`config.mk`:
```
export PLATFORM = sky130hd
export DESIGN_NAME = pixel_combine_flat
export DESIGN_NICKNAME = d
export VERILOG_FILES = /design/src/logic/tron_pkg.sv /design/src/logic/raster_if.sv /design/src/logic/pixel_combine.sv /design/src/flat_wrapper.sv
export SDC_FILE = /design/constraint.sdc
export NUM_CORES = 1
export LEC_CHECK = 0
export BUFFER_PORTS_ARGS = -buffer_cell sky130_fd_sc_hd__buf_2
export CAP_MARGIN = 40
export CORE_UTILIZATION = 35
export DETAILED_ROUTE_END_ITERATION = 16
export PLACE_DENSITY = 0.65
export SLEW_MARGIN = 20
export SYNTH_ARGS = -nofsm -noshare
export SYNTH_HDL_FRONTEND = slang
export SYNTH_SLANG_ARGS = --single-unit
```
`constraint.sdc`:
```
create_clock -name clk -period 9.4 [get_ports clk]
set_clock_uncertainty 0.15 [all_clocks]
set_input_delay 1.88 -clock clk [delete_from_list [all_inputs] [get_ports clk]]
set_output_delay 1.88 -clock clk [all_outputs]
set_load 0.005 [all_outputs]
```
`src/logic/tron_pkg.sv`:
```
`default_nettype none

package tron_pkg;

	// coordinate and frame buffer word widths
	localparam int COORD_W = 10;
	localparam int WORD_W = 16;

	// bike heading as the game logic encodes it
	typedef enum logic [1:0]
	{
		DIR_UP,
		DIR_DOWN,
		DIR_LEFT,
		DIR_RIGHT
	} dir_t;

	// 4-bit palette index
	typedef logic [3:0] color_t;

	// free track where anything else counts as an obstacle
	localparam color_t COLOR_EMPTY = 4'd8;
	// bike body colours
	localparam color_t COLOR_BLUE = 4'd1;
	localparam color_t COLOR_RED = 4'd2;

	// box size along the heading
	localparam logic [COORD_W-1:0] BIKE_LEN = 10'd16;
	// box size across the heading
	localparam logic [COORD_W-1:0] BIKE_WIDTH = 10'd8;
	// nose offset across the heading from the box corner
	localparam logic [COORD_W-1:0] NOSE_SIDE = 10'd4;

endpackage

`default_nettype wire
```
`src/logic/raster_if.sv`:
```
`timescale 1ns/1ps
`default_nettype none

interface raster_if import tron_pkg::*; ();

	// current beam position
	logic [COORD_W-1:0] draw_x;
	logic [COORD_W-1:0] draw_y;
	// position lies in the visible area
	logic active;
	// single pulse at (0,0)
	logic frame_start;

	// driven by the timing generator
	modport source (output draw_x, output draw_y, output active, output frame_start);

	// read by the pixel pipeline blocks
	modport sink (input draw_x, input draw_y, input active, input frame_start);

endinterface

`default_nettype wire

```
`src/logic/pixel_combine.sv`:
```
`timescale 1ns/1ps
`default_nettype none

module pixel_combine import tron_pkg::*;
#(
	parameter int H_ACTIVE = 640,
	parameter int V_ACTIVE = 480,
	localparam int ADDR_W = $clog2((H_ACTIVE / 2) * V_ACTIVE)
)
(
	input logic clk,
	input logic reset,
	raster_if.sink pos,
	output logic [ADDR_W-1:0] read_address,
	input logic [WORD_W-1:0] read_data,
	input color_t body_color,
	input logic body_hit,
	input logic blue_nose,
	input logic red_nose,
	input logic hsync_in,
	input logic vsync_in,
	output logic pixel_valid,
	output color_t color_index,
	output logic [COORD_W-1:0] pixel_x,
	output logic [COORD_W-1:0] pixel_y,
	output logic hsync,
	output logic vsync,
	output logic blocked_blue,
	output logic blocked_red
);

	// stage 1 lines up with the RAM read latency
	logic active_d;
	logic frame_start_d;
	logic hsync_d;
	logic vsync_d;
	logic odd_d;
	logic [COORD_W-1:0] x_d;
	logic [COORD_W-1:0] y_d;

	color_t nibble;
	logic obstacle;

	// word address y * (H_ACTIVE/2) + x/2
	// parked at 0 during blanking
	assign read_address = pos.active ?
		ADDR_W'(pos.draw_y) * ADDR_W'(H_ACTIVE / 2) + ADDR_W'(pos.draw_x >> 1) : '0;

	always_ff @(posedge clk)
	begin
		if (reset)
		begin
			active_d <= 1'b0;
			frame_start_d <= 1'b0;
			hsync_d <= 1'b1;
			vsync_d <= 1'b1;
		end
		else
		begin
			active_d <= pos.active;
			frame_start_d <= pos.frame_start;
			hsync_d <= hsync_in;
			vsync_d <= vsync_in;
		end
	end

	// position payload
	always_ff @(posedge clk)
	begin
		odd_d <= pos.draw_x[0];
		x_d <= pos.draw_x;
		y_d <= pos.draw_y;
	end

	// even x in bits 3:0 and odd x in bits 11:8
	assign nibble = odd_d ? read_data[11:8] : read_data[3:0];
	// only visible noses count
	assign obstacle = active_d && (nibble != COLOR_EMPTY);

	// stage 2 output registers and collision latches
	always_ff @(posedge clk)
	begin
		if (reset)
		begin
			pixel_valid <= 1'b0;
			color_index <= '0;
			hsync <= 1'b1;
			vsync <= 1'b1;
			blocked_blue <= 1'b0;
			blocked_red <= 1'b0;
		end
		else
		begin
			pixel_valid <= active_d;
			// bike overlay on the background with blank pixels forced to zero
			if (!active_d)
				color_index <= '0;
			else
				color_index <= body_hit ? body_color : nibble;
			hsync <= hsync_d;
			vsync <= vsync_d;
			// set wins over the frame-start clear
			if (blue_nose && obstacle)
				blocked_blue <= 1'b1;
			else if (frame_start_d)
				blocked_blue <= 1'b0;
			if (red_nose && obstacle)
				blocked_red <= 1'b1;
			else if (frame_start_d)
				blocked_red <= 1'b0;
		end
	end

	always_ff @(posedge clk)
	begin
		pixel_x <= x_d;
		pixel_y <= y_d;
	end

endmodule

`default_nettype wire

```
`src/flat_wrapper.sv`:
```
// flat-port wrapper written by rule: the top's interface ports become plain ports
module pixel_combine_flat import tron_pkg::*;
#(
	parameter int H_ACTIVE = 640,
	parameter int V_ACTIVE = 480,
	localparam int ADDR_W = $clog2((H_ACTIVE / 2) * V_ACTIVE)
)
  (clk, reset, read_address, read_data, body_color, body_hit, blue_nose, red_nose, hsync_in, vsync_in, pixel_valid, color_index, pixel_x, pixel_y, hsync, vsync, blocked_blue, blocked_red, pos_draw_x, pos_draw_y, pos_active, pos_frame_start);
  raster_if pos_i ();
  input logic clk;
  input logic reset;
  output logic [ADDR_W-1:0] read_address;
  input logic [WORD_W-1:0] read_data;
  input color_t body_color;
  input logic body_hit;
  input logic blue_nose;
  input logic red_nose;
  input logic hsync_in;
  input logic vsync_in;
  output logic pixel_valid;
  output color_t color_index;
  output logic [COORD_W-1:0] pixel_x;
  output logic [COORD_W-1:0] pixel_y;
  output logic hsync;
  output logic vsync;
  output logic blocked_blue;
  output logic blocked_red;
  input wire logic [$bits(pos_i.draw_x)-1:0] pos_draw_x;
  input wire logic [$bits(pos_i.draw_y)-1:0] pos_draw_y;
  input wire logic [$bits(pos_i.active)-1:0] pos_active;
  input wire logic [$bits(pos_i.frame_start)-1:0] pos_frame_start;
  assign pos_i.draw_x = pos_draw_x;
  assign pos_i.draw_y = pos_draw_y;
  assign pos_i.active = pos_active;
  assign pos_i.frame_start = pos_frame_start;
  pixel_combine #(.H_ACTIVE(H_ACTIVE), .V_ACTIVE(V_ACTIVE)) u_core (.clk(clk), .reset(reset), .pos(pos_i), .read_address(read_address), .read_data(read_data), .body_color(body_color), .body_hit(body_hit), .blue_nose(blue_nose), .red_nose(red_nose), .hsync_in(hsync_in), .vsync_in(vsync_in), .pixel_valid(pixel_valid), .color_index(color_index), .pixel_x(pixel_x), .pixel_y(pixel_y), .hsync(hsync), .vsync(vsync), .blocked_blue(blocked_blue), .blocked_red(blocked_red));
endmodule
```
==> run metrics, run 1 <==
status finished clean; syn_nets 269; Slowest cell on crit path fa_1; most common cell after layout, fill and taps aside buf_2; CP max stage delay 0.43 ns; final hold violations 0; number of synthesized flops with an enable pin 0; cts repair resizes 0; pin count of the biggest net entering global routing 15; Pwr Total 0.0004617 W; endpoints failing setup 0; Hold Buf Count CTS 0; drt initial violations 25; Antenna Violating Nets Remaining 0; Slew headroom 0.6811; core outline area 5642 µm²; crit end category output port; Req. time, crit path 7.37 ns; area grow syn2layout 28.23%; Mean Syn Cell Area 10.60 µm²; Gate power share 0.220; Root Buffer clkbuf_8; First-pass DRT Iterations 4; GR met2 Demand/Resource 0.2376; Synth Flop Type dfxtp_1; post-synth design cell area 2110 µm²; footprint of the multi-input gates 1021 µm²; internal power 0.0003432 W; Sequential Power Share 0.517; CTS tree built; Yosys reg bits 53; FILL cells 549; Sw Ratio 0.2566; via density per instance 4.515; post-CTS setup buffer count 0; Num Clock Sinks 53; global route hottest layer met2; gp weighted congestion just under 0.8; Buffers on Ports 87; P_leak 1.315 nW; RSZ-0062 raised after global routing false; CTS clock-pin slew for the worst setup and hold paths 0.08 ns; Starting Density 0.3739; ys async rst share 0; die width 79.64 µm; count of cell types in the netlist 43; Post-Route Setup TNS 0 ns; VDD IR max around 0.078 mV; CTS Buf Count 5; Slew Viols, Final 0; area occupied by registers 1061 µm²; Sw Pwr 0.0001185 W; Syn. warnings 0; final worst-path cycle share 0.6806; number of inserted diodes 0; Mapped Cells 199; crit path kind input pin to output port; routing usage on met3 0.03314; vias post-DR about 1600; row cnt 27; commonest non-fill, non-tap cells in the layout buf_2 (87), dfxtp_1 (53), nor2_1 (27), ha_1 (19), a21oi_1 (12); pwr dens 170.7 nW/µm²; CTS H-tree lvls 2; maximum fanout along the worst path 4; # DRC 0; min-delay worst type register to register; Worst Tran Pin Value 0.4784 ns; sequential area share after synthesis 0.5030; crit start category input pin; Routed Wire Length roughly 4100 µm; first-pass GRT wire length 6534 µm; GRT overflow 0; Period minus WS final 6.397 ns; via count of the first global-routing pass 1550; CP Cell Sequence buf_2 -> ha_1 -> ha_1 -> fa_1 -> a211oi_1 -> nor3b_1 -> nor4_2 -> nand4_1 -> or2_1 -> a21oi_1 -> buf_2; Final #Nets 359; initial antenna violation count 0; Clock power frac 0.263; WL/cell 11.30 µm; Detailed Place HPWL 3332 µm; FMAX 156.3 MHz; Clk Latency, worst-skew pair 0.29 ns; Worst Slack Setup Final 3.003 ns; pre-CTS WS 3.019 ns; die span in y 79.64 µm; GRT Util Overall 0.1326; met1 Usage GRT 0.1501; IO Count 96; layout cell share with drive strength beyond 1 0.3633; Worst EP arrival 4.37 ns; Clock Path Buffers 2; Max-cap violations 0; utilization after layout 0.4795; DIE AREA 6342 µm²
## cell usage after synthesis, types with 3 or more instances
cell type  instances  area share
clkbuf_1           3      0.0053
nor2_1            27       0.048
xor2_1             8       0.033
or2_2              4       0.012
a21o_1             3       0.011
nand2_1            7       0.012
a21oi_1           12       0.028
and2_1             8       0.024
mux2i_1            4       0.019
xnor2_1            3       0.012
nor2b_1            3      0.0089
nand3_1            6       0.014
dfxtp_1           53        0.50
ha_1              19        0.11
inv_1              3      0.0053
## metal layers
| layer | vias up | part of all wire |
|---|---|---|
| li1 | 859 | - |
| met1 | 712 | 0.42 |
| met2 | 57 | 0.49 |
| met3 | 2 | 0.085 |
| met4 | 0 | 0.0059 |
| met5 | - | 0 |
## final cells by class
class	instances	share of cell area
Sequential cell	53	0.3922
Inverter	3	0.004163
Timing Repair Buffer	87	0.1610
Clock buffer	7	0.03191
Multi-Input combinational cell	139	0.3774
Tap cell	72	0.03330
## through the flow
step	cells	hold slack, ns	cell area (µm²)
2_1_floorplan	199	0.1596	2110
3_3_place_gp	354	0.1601	2619
3_5_place_dp	354	0.1621	2619
4_1_cts	361	0.1817	2705
5_1_grt	361	0.1856	2705
6_report	361	0.1800	2705
## sequential cells by signal (all words and copies together) (netlist names)
signal,count
u_core.color_index,4
u_core.pixel_valid,1
u_core.vsync_d,1
u_core.blocked_blue,1
u_core.hsync,1
u_core.y_d,10
u_core.active_d,1
u_core.blocked_red,1
u_core.pixel_y,10
u_core.pixel_x,10
u_core.vsync,1
u_core.hsync_d,1
u_core.frame_start_d,1
u_core.x_d,10
## cells by family after synthesis
kind of cell | Yosys count | share of synthesized area
flops | 53 | 0.5030
buf+inv | 7 | 0.01305
xor+xnor | 11 | 0.04567
compound gates | 27 | 0.08482
mux | 4 | 0.01898
simple gates | 76 | 0.2029
fa+ha+maj | 21 | 0.1317
## worst max-delay path, delay by kind of cell
family                     cells  cell delay (ns)
buffers and inverters          2             0.26
AOI/OAI and AO/OA              2             0.48
and+or+nand+nor                4             0.77
adders and majority gates      3             0.98
## power groups by stage
stage	Combinational, W	Sequential (W)	Clock (W)
2_1_floorplan	0.0000660	0.000244	0
4_1_cts	0.000103	0.000239	0.000127
6_report	0.000102	0.000239	0.000122
3_3_place_gp	0.000101	0.000244	0
3_5_place_dp	0.000102	0.000244	0
5_1_grt	0.000115	0.000240	0.000135
## final timing paths
kind | startpoint | to | slack, ns | cells after the start
worst max-delay path | pos_draw_y[1] | read_address[16] | 3.00 | 11
worst min register to register | u_core.x_d[5] | u_core.pixel_x[5] | 0.18 | 0
worst max register to register | u_core.x_d[0] | u_core.blocked_red | 8.04 | 4
worst min-delay path | u_core.x_d[5] | u_core.pixel_x[5] | 0.18 | 0
Power figures use the tool's default switching activity.
==> run 2: changes to the inputs <==
==> constraint.sdc (replaced) <==
create_clock -name clk -period 6.43 [get_ports clk]
set_clock_uncertainty 0.15 [all_clocks]
set_input_delay 1.286 -clock clk [delete_from_list [all_inputs] [get_ports clk]]
set_output_delay 1.286 -clock clk [all_outputs]
set_load 0.005 [all_outputs]
==> run 2 against run 1 <==
Net effect:
- power rose by 45%
- core utilization shrank 0.066 points
- clock power increased by 41%
- via count rose by 1.6%
- wire length grew 1.4%
- die area stayed put
- final cell count is 0.28% higher
- sequential cell count stayed put
- cell area down 0.14%
- worst setup slack worse by 1.7 ns
- combinational power grew 46%
- critical path type unchanged
- largest cell class unchanged
- largest power group unchanged
==> run metrics, run 2 (synthesis gave the netlist of run 1 again) <==
Sw Pwr 0.0001773 W (was 0.0001185 W); CP Capture Point read_address[16] (unchanged); final hold violations 0 (unchanged); GRT overflow 0 (unchanged); First-pass DRT Iterations 4 (unchanged); core outline area 5642 µm² (unchanged); Slew headroom 0.6827 (was 0.6811); number of inserted diodes 0 (unchanged); gp weighted congestion 0.7794 (was 0.7754); die span in y 79.64 µm (unchanged); min-delay worst type register to register (unchanged); CTS clock-pin slew for the worst setup and hold paths 0.08 ns (about the same); via density per instance 4.575 (was 4.515); Num Clock Sinks 53 (unchanged); Hold Buf Count CTS 0 (unchanged); layout cell share with drive strength beyond 1 0.3655 (was 0.3633); initial antenna violation count 0 (unchanged); # DRC 0 (unchanged); GRT Util Overall 0.1304 (was 0.1326); endpoints failing setup 0 (unchanged); Root Buffer clkbuf_8 (unchanged); Worst EP arrival 3.72 ns (was 4.37 ns); WL/cell 11.43 µm (was 11.30 µm); Worst Tran Pin Value 0.4759 ns (was 0.4784 ns); Req. time, crit path 4.99 ns (was 7.37 ns); VDD IR max 0.1240 mV (was 0.07795 mV); Clock power frac 0.257 (was 0.263); FILL cells 571 (was 549); pin count of the biggest net entering global routing 16 (was 15); Clk Latency, worst-skew pair 0.29 ns (about the same); via count of the first global-routing pass 1504 (was 1550); internal power 0.0004918 W (was 0.0003432 W); status finished clean (unchanged); drt initial violations 22 (was 25); IO Count 96 (unchanged); Detailed Place HPWL 3358 µm (was 3332 µm); Sequential Power Share 0.521 (was 0.517); Slew Viols, Final 0 (unchanged); final worst-path cycle share 0.8013; crit start category input pin (unchanged); Clock Path Buffers 2 (unchanged); worst setup path startpoint pos_draw_y[1] (unchanged); pwr dens 247.7 nW/µm² (was 170.7 nW/µm²); area grow syn2layout 28.05% (was 28.23%); cts repair resizes 0 (unchanged); post-CTS setup buffer count 0 (unchanged); Antenna Violating Nets Remaining 0 (unchanged); P_leak 1.315 nW (about the same); commonest non-fill, non-tap cells in the layout buf_2 (87), dfxtp_1 (53), nor2_1 (27), ha_1 (19), a21oi_1 (12) (unchanged); crit path kind input pin to output port (unchanged); Max-cap violations 0 (unchanged); worst r2r dst u_core.blocked_red (unchanged); Starting Density 0.3739 (unchanged); vias post-DR 1656 (was 1630); RSZ-0062 raised after global routing false (unchanged); R2R Setup Slk 5.03 ns (was 8.04 ns); crit end category output port (unchanged); Buffers on Ports 87 (unchanged); final cell area excluding filler cells 2701 µm² (was 2705 µm²); first-pass GRT wire length 6382 µm (was 6534 µm); DIE AREA 6342 µm² (unchanged); row cnt 27 (unchanged); most common cell after layout, fill and taps aside buf_2 (unchanged); CTS tree built (unchanged); worst r2r src u_core.x_d[0] (unchanged); cells on worst reg2reg path 4 (unchanged); Sw Ratio 0.2650 (was 0.2566); Gate power share 0.222 (was 0.220); Period minus WS final around 5 ns; CTS Buf Count 5 (unchanged); maximum fanout along the worst path 4 (unchanged); CTS H-tree lvls 2 (unchanged); die width 79.64 µm (unchanged); Routed Wire Length 4137 µm (was 4080 µm); area post-placement 2619 µm² (unchanged); Post-Route Setup TNS 0 ns (unchanged); Final #Nets 359 (unchanged); FMAX ~190 MHz
==> run 2: worst min path at each step <==
stage,start,end,depth (start not counted)
after CTS,u_core.y_d[4],u_core.pixel_y[4],0
after floorplan,u_core.x_d[1],u_core.pixel_x[1],0
after global placement,u_core.x_d[9],u_core.pixel_x[9],0
final,u_core.x_d[5],u_core.pixel_x[5],0
after global routing,u_core.y_d[4],u_core.pixel_y[4],0
after detailed placement,u_core.x_d[4],u_core.pixel_x[4],0
==> run 2: layer usage <==
metal | wire (µm) | up-vias | global-route usage
met4 | 58 | 0 | 0.04909
met1 | 1775 | 729 | 0.1450
met5 | 0 | - | 0
met3 | 330 | 5 | 0.03314
met2 | 1973 | 56 | 0.2359
li1 | - | 866 | -
==> run 2: cell type report <==
| class | count | area [µm²] | area share |
|---|---|---|---|
| clock buffer | 6 | 72.57 | 0.02686 |
| clock inverter | 2 | 10.01 | 0.003705 |
| inverter | 3 | 11.26 | 0.004169 |
| multi-input combinational | 139 | 1021 | 0.3780 |
| sequential | 53 | 1061 | 0.3928 |
| tap | 72 | 90.09 | 0.03335 |
| timing repair buffer | 87 | 435.4 | 0.1612 |
==> run 2: through the flow <==
stage	hold WS [ns]	power [W]	util	std cells	setup slack, ns
3_5_place_dp	0.1621	0.0005066	0.4642	354	1.266
5_1_grt	0.1865	0.0007091	0.4788	362	1.061
3_3_place_gp	0.1600	0.0005036	0.4642	354	1.262
6_report	0.1815	0.0006691	0.4788	362	1.278
2_1_floorplan	0.1596	0.0004536	-	199	1.638
4_1_cts	0.1831	0.0006799	0.4788	362	1.255
==> run 2: power by group through the flow <==
stage | clock [W] | combinational, W | sequential (W)
final | 0.000172 | 0.000149 | 0.000349
after detailed placement | 0 | 0.000150 | 0.000357
after CTS | 0.000180 | 0.000151 | 0.000349
after floorplan | 0 | 0.0000964 | 0.000357
after global routing | 0.000192 | 0.000167 | 0.000351
after global placement | 0 | 0.000147 | 0.000356
==> run 2: critical path: stages <==
cell,delay [ns]
buf_2,0.13
ha_1,0.29
ha_1,0.24
fa_1,0.43
a211oi_1,0.33
nor3b_1,0.12
nor4_2,0.26
nand4_1,0.15
or2_1,0.22
a21oi_1,0.13
buf_2,0.13
==> run 3: changes to the inputs <==
==> constraint.sdc (replaced) <==
create_clock -name clk -period 4.8 [get_ports clk]
set_clock_uncertainty 0.15 [all_clocks]
set_input_delay 0.96 -clock clk [delete_from_list [all_inputs] [get_ports clk]]
set_output_delay 0.96 -clock clk [all_outputs]
set_load 0.005 [all_outputs]
==> run 3 against run 2 <==
Net effect:
- wire length is essentially flat
- via count is essentially flat
- non-clock buffer count is the same
- sequential cell count is the same
- critical endpoint is now read_address[17]
- largest power group unchanged
- count of clock-buffer cells in the layout shrank 1
==> run metrics, run 3 (synthesis gave the netlist of run 1 again) <==
Worst Path Buf+Inv 2 (unchanged); pin count of the biggest net entering global routing 17 (was 16); DIE AREA 6342 µm² (unchanged); Period minus WS final 4.547 ns; Antenna Violating Nets Remaining 0 (unchanged); Largest delay share family, worst path adder cells (unchanged); IO Count 96 (unchanged); most common cell after layout, fill and taps aside buf_2 (unchanged); First-pass DRT Iterations 4 (unchanged); VDD IR max 0.1557 mV (was 0.1240 mV); first-pass GRT wire length 6520 µm (was 6382 µm); final hold violations 0 (unchanged); Num Clock Sinks 53 (unchanged); worst r2r dst u_core.blocked_red (unchanged); area post-placement 2619 µm² (unchanged); Post-Route Setup TNS 0 ns (unchanged); pwr dens 364.7 nW/µm² (was 247.7 nW/µm²); RSZ-0062 raised after global routing false (unchanged); Worst Tran Pin Value 0.4485 ns (was 0.4759 ns); area grow syn2layout 30.72% (was 28.05%); crit start category input pin (unchanged); vias post-DR 1655 (was 1656); GRT overflow 0 (unchanged); CP max stage delay 0.45 ns (was 0.43 ns); Starting Density 0.3739 (unchanged); number of inserted diodes 0 (unchanged); WL/cell 11.42 µm (was 11.43 µm); Slowest cell on crit path fa_1 (unchanged); GRT Util Overall 0.1327 (was 0.1304); core outline area 5642 µm² (unchanged); worst setup path startpoint pos_draw_y[1] (unchanged); CTS Buf Count 5 (unchanged); Req. time, crit path 3.69 ns (was 4.99 ns); CTS clock-pin slew for the worst setup and hold paths 0.08 ns (about the same); initial antenna violation count 0 (unchanged); crit path kind input pin to output port (unchanged); Buffers on Ports 87 (unchanged); Routed Wire Length 4134 µm (was 4137 µm); # DRC 0 (unchanged); P_leak 1.339 nW (was 1.315 nW); CP Cell Sequence buf_2 -> ha_1 -> ha_1 -> fa_1 -> xor2_1 -> nand3_2 -> nor4_4 -> and4_1 -> nand3_1 -> a21oi_2 -> buf_2 (was buf_2 -> ha_1 -> ha_1 -> fa_1 -> a211oi_1 -> nor3b_1 -> nor4_2 -> nand4_1 -> or2_1 -> a21oi_1 -> buf_2); Slew Viols, Final 0 (unchanged); die width 79.64 µm (unchanged); status finished clean (unchanged); R2R Setup Slk 3.42 ns (was 5.03 ns); Hold Buf Count CTS 0 (unchanged); gp weighted congestion 0.7955 (was 0.7794); min-delay worst type register to register (unchanged); layout cell share with drive strength beyond 1 0.3724 (was 0.3655); die span in y 79.64 µm (unchanged); commonest non-fill, non-tap cells in the layout buf_2 (87), dfxtp_1 (53), nor2_1 (27), ha_1 (19), a21oi_1 (12) (unchanged); Root Buffer clkbuf_8 (unchanged); row cnt 27 (unchanged); Final #Nets 359 (unchanged); Detailed Place HPWL 3366 µm (was 3358 µm); worst r2r src u_core.x_d[0] (unchanged); Clock Path Buffers 2 (unchanged); via count of the first global-routing pass 1486 (was 1504); Worst EP arrival 3.44 ns (was 3.72 ns); FMAX ~220 MHz; final cell area excluding filler cells 2758 µm² (was 2701 µm²); endpoints failing setup 0 (unchanged); maximum fanout along the worst path 4 (unchanged); CP Capture Point read_address[17] (was read_address[16]); Clk Latency, worst-skew pair 0.29 ns (about the same); CTS H-tree lvls 2 (unchanged); drt initial violations 14 (was 22); cells on worst reg2reg path 4 (unchanged); final worst-path cycle share 0.9472; CTS tree built (unchanged); Slew headroom 0.7010 (was 0.6827); Worst path depth 11 (unchanged); crit end category output port (unchanged); via density per instance 4.572 (was 4.575); Max-cap violations 0 (unchanged); FILL cells 529 (was 571)
-- run 3: cell types whose count changed in the layout (fill, tap and decap cells not counted), sizes merged --
| cell | before | now |
|---|---|---|
| clkinv | 2 | 1 |
| clkbuf | 6 | 5 |
| bufinv | 0 | 2 |
-- run 3: worst min path at each step --
stage | endpoint | slack [ns] | cells past startpoint | start
after floorplan | u_core.pixel_x[1] | 0.16 | 0 | u_core.x_d[1]
final | u_core.pixel_y[9] | 0.18 | 0 | u_core.y_d[9]
after detailed placement | u_core.pixel_x[4] | 0.16 | 0 | u_core.x_d[4]
after global placement | u_core.pixel_x[9] | 0.16 | 0 | u_core.x_d[9]
after CTS | u_core.pixel_x[4] | 0.18 | 0 | u_core.x_d[4]
after global routing | u_core.pixel_y[4] | 0.19 | 0 | u_core.y_d[4]
-- run 3: where the power goes --
group / switching [W] / total (W) / leakage [nW] / internal (W)
sequential: 0.00000595 / 0.000468 / 0.444 / 0.000462
clock: 0.000132 / 0.000339 / 0.0681 / 0.000207
combinational: 0.000102 / 0.000199 / 0.827 / 0.0000964
total: 0.000241 / 0.00101 / 1.34 / 0.000765
-- run 3: final cells by class --
type	count	area (µm²)	share of cell area
sequential	53	1061	0.3848
multi-input combinational	139	1026	0.3721
timing repair buffer	87	435.4	0.1579
tap	72	90.09	0.03267
clock buffer	5	68.82	0.02495
clock inverter	3	65.06	0.02359
inverter	3	11.26	0.004083
-- run 3: layer usage --
layer,routed length (µm),global-route usage,part of all wire
met5,0,0,0
met4,62,0.04909,0.015
met3,304,0.03086,0.074
met2,1987,0.2325,0.48
met1,1780,0.1560,0.43
-- run 3: stage by stage --
step / setup slack [ns] / cells / hold WS (ns) / utilization / total power, W
CTS: 0.2261 / 362 / 0.1837 / 0.4879 / 0.001018
detailed placement: 0.2340 / 354 / 0.1621 / 0.4642 / 0.0006775
floorplan: 0.6595 / 199 / 0.1596 / - / 0.0006076
finish: 0.2533 / 362 / 0.1806 / 0.4888 / 0.001006
global placement: 0.2936 / 354 / 0.1598 / 0.4642 / 0.0006744
global route: 0.07253 / 362 / 0.1871 / 0.4888 / 0.001065
-- run 3: what timing repair did --
action / in CTS / in global routing
endpoints found under the setup margin: 0 / 1
resized for setup: 0 / 1
buffers inserted: 0 / 0
